==> config.mk <==
export PLATFORM = sky130hd
export DESIGN_NAME = msx_slots
export DESIGN_NICKNAME = d
export VERILOG_FILES = /design/src/verilog/msx_pkg.sv /design/src/verilog/cart_ascii8.sv /design/src/verilog/cart_konami.sv /design/src/verilog/msx_slots.sv /design/src/verilog/slot_layout_decode.sv /design/src/verilog/subslot_expander.sv
export VERILOG_INCLUDE_DIRS = /design/src /design/src/include
export SDC_FILE = /design/constraint.sdc
export NUM_CORES = 1
export LEC_CHECK = 0
export ABC_AREA = 1
export BUFFER_PORTS_ARGS = -buffer_cell sky130_fd_sc_hd__buf_2
export CORE_ASPECT_RATIO = 1.75
export CORE_MARGIN = 2
export CORE_UTILIZATION = 34
export CTS_BUF_LIST = sky130_fd_sc_hd__clkbuf_16
export CTS_CLUSTER_SIZE = 8
export DETAILED_ROUTE_END_ITERATION = 16
export GPL_ROUTABILITY_DRIVEN = 1
export PLACE_DENSITY = 0.55
export SETUP_SLACK_MARGIN = 0.5
export SLEW_MARGIN = 10
export SYNTH_ARGS = -nofsm -noshare
export SYNTH_HDL_FRONTEND = slang
export SYNTH_HIERARCHICAL = 1
export SYNTH_SLANG_ARGS = --single-unit
==> constraint.sdc <==
create_clock -name clk -period 11 [get_ports clk]
set_clock_uncertainty 0.2 [all_clocks]
set_input_delay 1.1 -clock clk [delete_from_list [all_inputs] [get_ports clk]]
set_output_delay 1.1 -clock clk [all_outputs]
set_load 0.05 [all_outputs]
==> src/include/msx_defines.svh <==
`ifndef MSX_DEFINES_SVH
`define MSX_DEFINES_SVH

// external memory, 4 MB flat
`define MSX_RAM_AW            22

// 16 kB cpu blocks and 8 kB cartridge banks
`define MSX_BLOCK_SHIFT       14
`define MSX_BANK_SHIFT        13

`define MSX_EXPANDER_ADDR     16'hFFFF
`define MSX_UNMAPPED_DATA     8'hFF

// layout word: mapper, region ref, block offset
`define MSX_LAYOUT_W          7
`define MSX_LAYOUT_MAPPER_LSB 4
`define MSX_LAYOUT_REF_LSB    2
`define MSX_LAYOUT_OFFSET_LSB 0

// region word: ro flag on top, then size and base
`define MSX_REGION_W          17
`define MSX_REGION_BASE_LSB   0
`define MSX_REGION_SIZE_LSB   8
`define MSX_REGION_RO_BIT     16

`endif

==> src/verilog/msx_pkg.sv <==
`default_nettype none

`include "msx_defines.svh"

package msx_pkg;

   // mapper kinds held in the layout table
   typedef enum logic [2:0] {
      MAPPER_UNUSED = 3'd0,
      MAPPER_NONE   = 3'd1,
      MAPPER_LINEAR = 3'd2,
      MAPPER_KONAMI = 3'd3,
      MAPPER_ASCII8 = 3'd4
   } mapper_t;

   typedef logic [`MSX_RAM_AW-1:0] ram_addr_t;

   // counts and bases in 16 kB units
   typedef logic [7:0] blocks_t;

   typedef logic [7:0] bank_t;

   typedef logic [`MSX_LAYOUT_W-1:0] layout_word_t;
   typedef logic [`MSX_REGION_W-1:0] region_word_t;

endpackage

`default_nettype wire

==> src/verilog/cart_ascii8.sv <==
`timescale 1ns/1ps
`default_nettype none

`include "msx_defines.svh"

module cart_ascii8
   import msx_pkg::*;
(
   input  logic        clk,
   input  logic        reset,
   input  logic        cs,
   input  logic [15:0] cpu_addr,
   input  logic [7:0]  cpu_dout,
   input  logic        wr,
   input  blocks_t     region_size,
   output ram_addr_t   mem_addr,
   output logic        unmapped
);

   bank_t      bank [0:3];
   bank_t      cur_bank;
   bank_t      bank_mask;
   logic [2:0] win_raw;
   logic [1:0] win;
   logic       in_range;
   logic       reg_hit;

   assign in_range = (cpu_addr[15:14] == 2'b01) || (cpu_addr[15:14] == 2'b10);
   assign unmapped = cs && !in_range;

   // register area 6000-7fff, 2k per bank
   assign reg_hit = cpu_addr[15:13] == 3'b011;

   always_ff @(posedge clk) begin
      if (reset) begin
         bank[0] <= 8'h00;
         bank[1] <= 8'h00;
         bank[2] <= 8'h00;
         bank[3] <= 8'h00;
      end else if (cs && wr && reg_hit) begin
         bank[cpu_addr[12:11]] <= cpu_dout;
      end
   end

   // window 4000 -> bank 0 ... a000 -> bank 3
   assign win_raw  = cpu_addr[15:13] - 3'd2;
   assign win      = win_raw[1:0];
   assign cur_bank = bank[win];

   assign bank_mask = {region_size[6:0], 1'b0} - 8'd1;

   assign mem_addr = ram_addr_t'({cur_bank & bank_mask, cpu_addr[`MSX_BANK_SHIFT-1:0]});

endmodule

`default_nettype wire

==> src/verilog/cart_konami.sv <==
`timescale 1ns/1ps
`default_nettype none

`include "msx_defines.svh"

module cart_konami
   import msx_pkg::*;
(
   input  logic        clk,
   input  logic        reset,
   input  logic        cs,
   input  logic [15:0] cpu_addr,
   input  logic [7:0]  cpu_dout,
   input  logic        wr,
   input  blocks_t     region_size,
   output ram_addr_t   mem_addr,
   output logic        unmapped
);

   // switchable banks for 6000, 8000 and a000
   bank_t bank [0:2];
   bank_t cur_bank;
   bank_t bank_mask;
   logic  in_range;

   // only 4000-bfff is decoded
   assign in_range = (cpu_addr[15:14] == 2'b01) || (cpu_addr[15:14] == 2'b10);
   assign unmapped = cs && !in_range;

   always_ff @(posedge clk) begin
      if (reset) begin
         bank[0] <= 8'h00;
         bank[1] <= 8'h00;
         bank[2] <= 8'h00;
      end else if (cs && wr) begin
         case (cpu_addr[15:13])
            3'b011:  bank[0] <= cpu_dout;
            3'b100:  bank[1] <= cpu_dout;
            3'b101:  bank[2] <= cpu_dout;
            default: ;
         endcase
      end
   end

   // 4000-5fff is hardwired to bank 0
   always_comb begin
      case (cpu_addr[15:13])
         3'b011:  cur_bank = bank[0];
         3'b100:  cur_bank = bank[1];
         3'b101:  cur_bank = bank[2];
         default: cur_bank = 8'h00;
      endcase
   end

   // two 8k banks per 16k block of the region
   assign bank_mask = {region_size[6:0], 1'b0} - 8'd1;

   assign mem_addr = ram_addr_t'({cur_bank & bank_mask, cpu_addr[`MSX_BANK_SHIFT-1:0]});

endmodule

`default_nettype wire

==> src/verilog/msx_slots.sv <==
`timescale 1ns/1ps
`default_nettype none

`include "msx_defines.svh"

module msx_slots
   import msx_pkg::*;
(
   input  logic         clk,
   input  logic         reset,
   input  logic [1:0]   active_slot,
   input  logic [3:0]   expander_en,
   input  logic [15:0]  cpu_addr,
   input  logic [7:0]   cpu_dout,
   input  logic         cpu_wr,
   input  logic         cpu_rd,
   input  logic         cpu_mreq,
   output logic [7:0]   cpu_din,
   input  logic         cfg_wr,
   input  logic         cfg_region,
   input  logic [5:0]   cfg_index,
   input  region_word_t cfg_data,
   output ram_addr_t    ram_addr,
   output logic [7:0]   ram_din,
   input  logic [7:0]   ram_dout,
   output logic         ram_ce,
   output logic         ram_we
);

   logic [1:0] subslot;
   logic       exp_sel;
   logic [7:0] exp_dout;
   logic [1:0] block;

   mapper_t    mapper;
   blocks_t    region_base;
   blocks_t    region_size;
   logic       region_ro;
   logic [1:0] block_offset;

   ram_addr_t  konami_addr;
   ram_addr_t  ascii8_addr;
   logic       konami_unmapped;
   logic       ascii8_unmapped;

   ram_addr_t  none_addr;
   ram_addr_t  linear_addr;
   ram_addr_t  mapper_addr;
   logic       mem_unmapped;
   logic       mem_wr;

   assign block  = cpu_addr[15:`MSX_BLOCK_SHIFT];
   assign mem_wr = cpu_mreq && cpu_wr;

   subslot_expander i_subslot_expander (
      .clk         (clk),
      .reset       (reset),
      .expander_en (expander_en),
      .active_slot (active_slot),
      .cpu_addr    (cpu_addr),
      .cpu_dout    (cpu_dout),
      .cpu_wr      (cpu_wr),
      .cpu_rd      (cpu_rd),
      .cpu_mreq    (cpu_mreq),
      .subslot     (subslot),
      .exp_sel     (exp_sel),
      .exp_dout    (exp_dout)
   );

   slot_layout_decode i_slot_layout_decode (
      .clk          (clk),
      .cfg_wr       (cfg_wr),
      .cfg_region   (cfg_region),
      .cfg_index    (cfg_index),
      .cfg_data     (cfg_data),
      .active_slot  (active_slot),
      .subslot      (subslot),
      .block        (block),
      .mapper       (mapper),
      .region_base  (region_base),
      .region_size  (region_size),
      .region_ro    (region_ro),
      .block_offset (block_offset)
   );

   cart_konami i_cart_konami (
      .clk         (clk),
      .reset       (reset),
      .cs          (mapper == MAPPER_KONAMI),
      .cpu_addr    (cpu_addr),
      .cpu_dout    (cpu_dout),
      .wr          (mem_wr),
      .region_size (region_size),
      .mem_addr    (konami_addr),
      .unmapped    (konami_unmapped)
   );

   cart_ascii8 i_cart_ascii8 (
      .clk         (clk),
      .reset       (reset),
      .cs          (mapper == MAPPER_ASCII8),
      .cpu_addr    (cpu_addr),
      .cpu_dout    (cpu_dout),
      .wr          (mem_wr),
      .region_size (region_size),
      .mem_addr    (ascii8_addr),
      .unmapped    (ascii8_unmapped)
   );

   // plain rom, offset picks the 16k block inside the region
   assign none_addr = ram_addr_t'({block_offset, cpu_addr[`MSX_BLOCK_SHIFT-1:0]});

   // linear, full cpu address wrapped to region size
   assign linear_addr = ram_addr_t'(cpu_addr)
                      & ((ram_addr_t'(region_size) << `MSX_BLOCK_SHIFT) - ram_addr_t'(1));

   always_comb begin
      case (mapper)
         MAPPER_NONE:   mapper_addr = none_addr;
         MAPPER_LINEAR: mapper_addr = linear_addr;
         MAPPER_KONAMI: mapper_addr = konami_addr;
         MAPPER_ASCII8: mapper_addr = ascii8_addr;
         default:       mapper_addr = '0;
      endcase
   end

   // the cart modules only flag while selected
   assign mem_unmapped = konami_unmapped || ascii8_unmapped;

   assign ram_addr = (ram_addr_t'(region_base) << `MSX_BLOCK_SHIFT) + mapper_addr;
   assign ram_din  = cpu_dout;

   assign ram_ce = cpu_mreq && (cpu_rd || (cpu_wr && !region_ro))
                && (mapper != MAPPER_UNUSED) && !mem_unmapped && !exp_sel;
   assign ram_we = ram_ce && cpu_wr;

   // idle sources drive FF, so the merge is a plain AND
   assign cpu_din = exp_dout & ((ram_ce && cpu_rd) ? ram_dout : `MSX_UNMAPPED_DATA);

endmodule

`default_nettype wire

==> src/verilog/slot_layout_decode.sv <==
`timescale 1ns/1ps
`default_nettype none

`include "msx_defines.svh"

module slot_layout_decode
   import msx_pkg::*;
(
   input  logic         clk,
   input  logic         cfg_wr,
   input  logic         cfg_region,
   input  logic [5:0]   cfg_index,
   input  region_word_t cfg_data,
   input  logic [1:0]   active_slot,
   input  logic [1:0]   subslot,
   input  logic [1:0]   block,
   output mapper_t      mapper,
   output blocks_t      region_base,
   output blocks_t      region_size,
   output logic         region_ro,
   output logic [1:0]   block_offset
);

   // 4 slots x 4 subslots x 4 blocks
   layout_word_t layout_tab [0:63];
   region_word_t region_tab [0:3];

   layout_word_t layout_word;
   region_word_t region_word;
   logic [1:0]   region_ref;
   logic [5:0]   layout_id;

   always_ff @(posedge clk) begin
      if (cfg_wr) begin
         if (cfg_region) begin
            region_tab[cfg_index[1:0]] <= cfg_data;
         end else begin
            layout_tab[cfg_index] <= cfg_data[`MSX_LAYOUT_W-1:0];
         end
      end
   end

   assign layout_id   = {active_slot, subslot, block};
   assign layout_word = layout_tab[layout_id];

   assign mapper       = mapper_t'(layout_word[`MSX_LAYOUT_MAPPER_LSB +: 3]);
   assign region_ref   = layout_word[`MSX_LAYOUT_REF_LSB +: 2];
   assign block_offset = layout_word[`MSX_LAYOUT_OFFSET_LSB +: 2];

   // region attributes follow the reference of this block
   assign region_word = region_tab[region_ref];
   assign region_base = region_word[`MSX_REGION_BASE_LSB +: 8];
   assign region_size = region_word[`MSX_REGION_SIZE_LSB +: 8];
   assign region_ro   = region_word[`MSX_REGION_RO_BIT];

endmodule

`default_nettype wire

==> src/verilog/subslot_expander.sv <==
`timescale 1ns/1ps
`default_nettype none

`include "msx_defines.svh"

module subslot_expander (
   input  logic       clk,
   input  logic       reset,
   input  logic [3:0] expander_en,
   input  logic [1:0] active_slot,
   input  logic [15:0] cpu_addr,
   input  logic [7:0] cpu_dout,
   input  logic       cpu_wr,
   input  logic       cpu_rd,
   input  logic       cpu_mreq,
   output logic [1:0] subslot,
   output logic       exp_sel,
   output logic [7:0] exp_dout
);

   // one secondary slot register per primary slot
   logic [7:0] sub_reg [0:3];
   logic [7:0] cur_reg;
   logic [1:0] block;

   assign cur_reg = sub_reg[active_slot];
   assign block   = cpu_addr[15:`MSX_BLOCK_SHIFT];

   assign exp_sel = cpu_mreq && (cpu_addr == `MSX_EXPANDER_ADDR) && expander_en[active_slot];

   always_ff @(posedge clk) begin
      if (reset) begin
         sub_reg[0] <= 8'h00;
         sub_reg[1] <= 8'h00;
         sub_reg[2] <= 8'h00;
         sub_reg[3] <= 8'h00;
      end else if (exp_sel && cpu_wr) begin
         sub_reg[active_slot] <= cpu_dout;
      end
   end

   // two bits per 16k block, slot without expander sits on subslot 0
   assign subslot = expander_en[active_slot] ? cur_reg[{block, 1'b0} +: 2] : 2'd0;

   // readback is inverted, idle value lets the top AND the sources
   assign exp_dout = (exp_sel && cpu_rd) ? ~cur_reg : `MSX_UNMAPPED_DATA;

endmodule

`default_nettype wire
=== After elaboration in Yosys (flattened, before gate mapping) ===
Memory sizes are Yosys's and may differ from the RTL's.
Cells that the tools add are included.

* $add $sub $neg: 4
* Multiply operators: 0
* Divide/modulo/power cells: 0
* Order comparisons: 1
* Equality and inequality tests: 10
* Shifts and indexed selects: 1
* Muxes and demuxes: 42
* Bitwise gates (word level): 8
* Reduce and logical (&&, ||, !) cells: 27

{| class="wikitable"
|+ Operators with widths
! kind !! number
|-
| $pmux W22 S4 || 1
|-
| $mux W8 || 7
|-
| $mux W1 || 29
|-
| $and A8 B8 Y8 || 3
|-
| $pmux W8 S3 || 1
|-
| $add A22 B22 Y22 || 1
|-
| $and A16 B22 Y22 || 1
|-
| $sub A22 B1 Y22 const B || 1
|-
| $logic_and A1 B1 Y1 || 17
|-
| $eq A16 B16 Y1 const B || 1
|-
| $reduce_or A8 Y1 || 2
|-
| $eq A3 B2 Y1 const B || 3
|-
| $eq A3 B3 Y1 const B || 3
|-
| $not A8 Y8 || 1
|-
| $shiftx A8 B4 Y2 || 1
|-
| $sub A8 B1 Y8 const B || 1
|-
| $mux W2 || 3
|-
| $logic_not A1 Y1 || 4
|-
| $eq A3 B1 Y1 const B || 1
|-
| $logic_or A1 B1 Y1 || 3
|-
| $lt A2 B3 Y1 const B || 1
|-
| $or A1 B1 Y1 || 3
|-
| $reduce_bool A3 Y1 || 1
|-
| $bmux W1 S2 || 1
|-
| other kinds (3) || 3
|}

* Flip-flop bits (word level): 0
* Latch bits: 0
* Memory bits (writable): 604
* Memory bits (read-only): 0
* Input port bits: 68
* Output and inout port bits: 40
* Memories: 5

{| class="wikitable"
|+ Memory list
! name !! depth !! width !! rd ports !! clocked after Yosys merged registers in !! write ports !! RTL line !! text
|-
| i_slot_layout_decode.layout_tab || 64 || 7 || 1 || 0 || 1 || slot_layout_decode.sv:25 || <nowiki>layout_word_t layout_tab [0:63];</nowiki>
|-
| i_slot_layout_decode.region_tab || 4 || 17 || 1 || 0 || 1 || slot_layout_decode.sv:26 || <nowiki>region_word_t region_tab [0:3];</nowiki>
|-
| i_cart_ascii8.bank || 4 || 8 || 1 || 0 || 4 || cart_ascii8.sv:20 || <nowiki>bank_t bank [0:3];</nowiki>
|-
| i_subslot_expander.sub_reg || 4 || 8 || 1 || 0 || 4 || subslot_expander.sv:22 || <nowiki>logic [7:0] sub_reg [0:3];</nowiki>
|-
| i_cart_konami.bank || 3 || 8 || 3 || 0 || 3 || cart_konami.sv:21 || <nowiki>bank_t bank [0:2];</nowiki>
|}

=== Longest topological paths before layout ===
An unclocked memory read counts as a cell.

* Word-level depth: 15
* Mapped depth: 38

=== Hierarchy ===
The synthesis kept the hierarchy.

{| class="wikitable"
|+ Modules (own cells, without submodules)
! module !! times used !! cells an instance !! area an instance (um^2)
|-
| slot_layout_decode || 1 || 1,709 || 20,973.9
|-
| cart_ascii8 || 1 || 209 || 1,861.8
|-
| subslot_expander || 1 || 192 || 1,737.9
|-
| cart_konami || 1 || 161 || 1,460.2
|-
| msx_slots || 1 || 203 || 1,113.6
|}

=== Least setup slack after synthesis ===
OpenSTA, ideal clock, no wires.

* Path kind: input-to-output
* From: input active_slot[1]
* To: output ram_addr[18]
* Arrival time: 5.439 ns
* Data required time: 9.700 ns
* Setup slack: 4.261 ns
* Stages on the path: 28
* Path through: inv_1 clkbuf_1 nand3_1 nand3_1 a21oi_1 o21a_1 inv_1 clkbuf_1 nand3_1 nand2_1 nand2_1 nand3_1 nand3_4 buf_2 nand3_1 nand3_1 nand2_1 inv_1 ha_1 a21oi_1 nand2_1 inv_1 nand2_1 nand4_1 inv_1 fa_1 o21ai_0 xor2_1

* Cells in the longest elaborated chain, start to end: 9
* Elaborated cells between the ends (all ways): 18
* Those cells by class: 3 x add/sub; 4 x eq/ne; 1 x shift; 4 x mux; 3 x bitwise; 3 x memory

{| class="wikitable"
|+ Ends and longest elaborated chain
! item !! RTL line !! text
|-
| start: declaration || msx_slots.sv:11 || <nowiki>input logic [1:0] active_slot,</nowiki>
|-
| $mem_v2 Z4 W8 or $bmux W1 S2 (tied branches) || -- ||
|-
| $shiftx A8 B4 Y2 or $mux W1 (tied branches) || subslot_expander.sv:43 || <nowiki>assign subslot = expander_en[active_slot] ? cur_reg[{block, 1'b0} +: 2] : 2'd0;</nowiki>
|-
| $mux W2 (*) || subslot_expander.sv:43 ||
|-
| net subslot[0] || msx_slots.sv:30 || <nowiki>logic [1:0] subslot;</nowiki>
|-
| $mem_v2 Z64 W7 (*) || -- ||
|-
| $mem_v2 Z4 W17 (*) || -- ||
|-
| net region_size[0] || msx_slots.sv:37 || <nowiki>blocks_t region_size;</nowiki>
|-
| $sub A8 B1 Y8 (*) || cart_konami.sv:56 || <nowiki>assign bank_mask = {region_size[6:0], 1'b0} - 8'd1;</nowiki>
|-
| $and A8 B8 Y8 (*) || cart_konami.sv:58 || <nowiki>assign mem_addr = ram_addr_t'({cur_bank & bank_mask, cpu_addr[`MSX_BANK_SHIFT-1:0]});</nowiki>
|-
| net konami_addr[15] || msx_slots.sv:41 || <nowiki>ram_addr_t konami_addr;</nowiki>
|-
| $pmux W22 S4 (*) || msx_slots.sv:118 || <nowiki>case (mapper)</nowiki>
|-
| $add A22 B22 Y22 (*) || msx_slots.sv:130 || <nowiki>assign ram_addr = (ram_addr_t'(region_base) << `MSX_BLOCK_SHIFT) + mapper_addr;</nowiki>
|-
| end: declaration || msx_slots.sv:23 || <nowiki>output ram_addr_t ram_addr,</nowiki>
|}

Mark *: on every way through the listed nets, which the timed path passes. The rest lies on a longest branch. The select of a mux whose other input is x is not followed.

=== Final worst setup path ===
* From: input active_slot[1]
* To: output ram_addr[20]

Same word-level chain as after synthesis.

==> run summary <==
Largest net degree at the start of global routing = 102
Max Root-Sink Buffers = 3
Power per cell area = 181 nW/um^2
Vias in the first global route = 18483
Clock sink total = 600
Starting Density = 34.3%
RSZ-0062 raised after global routing = false
Grt total ovfl = 0
Placed wire-length estimate = 45.7 mm
Cell internal pwr = 0.00408 W
Slowest stage delay, CP = 0.48 ns
R2R Path End = i_cart_konami/bank[0][3]
Mapped Area = 27000 um^2
NumNets Final = 2592
Core Box Area = 78600 um^2
Ys Warns = 6
TritonCTS buffer count = 84
Ant. Diodes = 0
Post-CTS sizing = 0
Clock root buffer = clkbuf_16
Total wire length = 71.3 mm
Syn_nets = 2539
Slowest cell on crit path = nand2_4
Post-CTS Setup Repair Bufs = 0
Final hold vios = 0
Dpl cell area = 28100 um^2
Status = completed
Clock-pin slew on the worst setup and hold paths = 0.04 ns
Most common cell after layout, fill and taps aside = edfxtp_1
WHS Endpoint = i_slot_layout_decode/region_tab[1][8]
Antenna Nets Post-Route = 0
Port Buffers = 106
Rel. slew slack = 21.5%
Max-Cap Viols = 0
Sequential share of power = 46.7%
Power Total = 0.00547 W
Post-Syn Area per Cell = 11.0 um^2
Die area = 81700 um^2
# DRC = 0
Net Switching = 0.00139 W
Setup total negative slack = 0 ns
Ports = 108
Share of cells above drive strength 1 = 12.2%
All-Layer GR Usage = 17.4%
Tcrit/Tclk final = 80.4%
Leakage = 11.2 nW
Vias per cell = 5.11
Switching Fraction = 25.4%
Setup-failing EPs final = 0
Final Wtd Congestion = 0.843
Pins Over Slew Limit = 0
Initial antenna violation count = 3
Min-delay src = cfg_data[8]
Syn Inst Count = 2460
Classification of the worst setup path = primary input to output port
Worst-Margin Slew = 1.17 ns
Hold slack = 0.495 ns
Peak supply drop = 0.102 mV
Max FFs per register = 448
WHS Path Cells = 1
Post-route cell area = 30300 um^2
Fmax = 113 MHz
Critical Path RT = 9.70 ns
Row Count = 136
Wire length per cell = 20.1 um
Biggest register = i_slot_layout_decode/layout_tab
Hold Path Class = primary input to register
Clock power frac = 41.4%
FF-to-FF path depth = 16
Die Span Y = 377 um
Most frequent cells in the layout = edfxtp_1 (600), nand2_1 (445), nor2_1 (349)
First-pass GRT wire length = 108 mm
Crit path time final = 8.84 ns
Initial DRT Pass Iterations = 10
CP Data Arrival Time = 7.54 ns
1st-iter DRT viols = 1441
Crit path launch type = primary input
Htree depth = 3
Most frequent CP cell = nand2_1
Die Wd = 217 um
Detailed-route via count = 18146
Logic gate share of total power = 11.9%
Reg-to-Reg Start = i_subslot_expander/sub_reg[1][6]
Clock Latency Late Sink = 0.63 ns
R2r setup slk = 5.76 ns
CTS tree = done
Crit. End Element = output port
Hold_buf cts = 0
Util after Layout = 38.6%
Critical path peak fanout = 33
P&R area growth vs syn = 12.3%
layer usage:
metal	global-route usage, %	wire length [um]
met3	2.93	3420
met5	0	34
met2	33.4	38900
met1	17.7	25400
met4	9.41	3500
cell type report:
class                   instances  area (um^2)
repair buffers                130          744
inverters                     172          653
clock buffers                  87         2180
well taps                    1035         1290
multi-input cells            1525         7370
clock inverters                 3         52.6
flip-flops and latches        600        18000
fillers                      7571        48300
critical path, delay by kind of cell:
family | cells | cell delay (ns)
buffers and inverters | 7 | 1.88
AOI/OAI and AO/OA | 4 | 1.05
adders and majority gates | 2 | 0.69
and+or+nand+nor | 18 | 2.73
worst max path at each step:
stage,start,end,slack [ns],cells after the start
6_report,active_slot[1],ram_addr[20],2.16,31
5_1_grt,active_slot[1],ram_addr[21],1.71,33
4_1_cts,active_slot[1],ram_addr[20],2.17,31
3_5_place_dp,active_slot[1],ram_addr[20],2.17,31
3_3_place_gp,active_slot[1],ram_addr[20],2.22,31
2_1_floorplan,active_slot[1],ram_addr[18],4.26,28
power by group through the flow:
| stage | Clock (W) | Sequential [W] | Combinational, W |
|---|---|---|---|
| 2_1_floorplan | 0 | 0.00259 | 0.000457 |
| 3_3_place_gp | 0 | 0.00260 | 0.000646 |
| 3_5_place_dp | 0 | 0.00260 | 0.000656 |
| 4_1_cts | 0.00232 | 0.00255 | 0.000658 |
| 5_1_grt | 0.00241 | 0.00255 | 0.000711 |
| 6_report | 0.00227 | 0.00255 | 0.000654 |
stage by stage:
stage               setup slack, ns  cells
floorplan                      4.26   2460
global placement               2.22   3462
detailed placement             2.17   3462
CTS                            2.17   3552
global route                   1.71   3552
finish                         2.16   3552
Power figures use the tool's default switching activity.
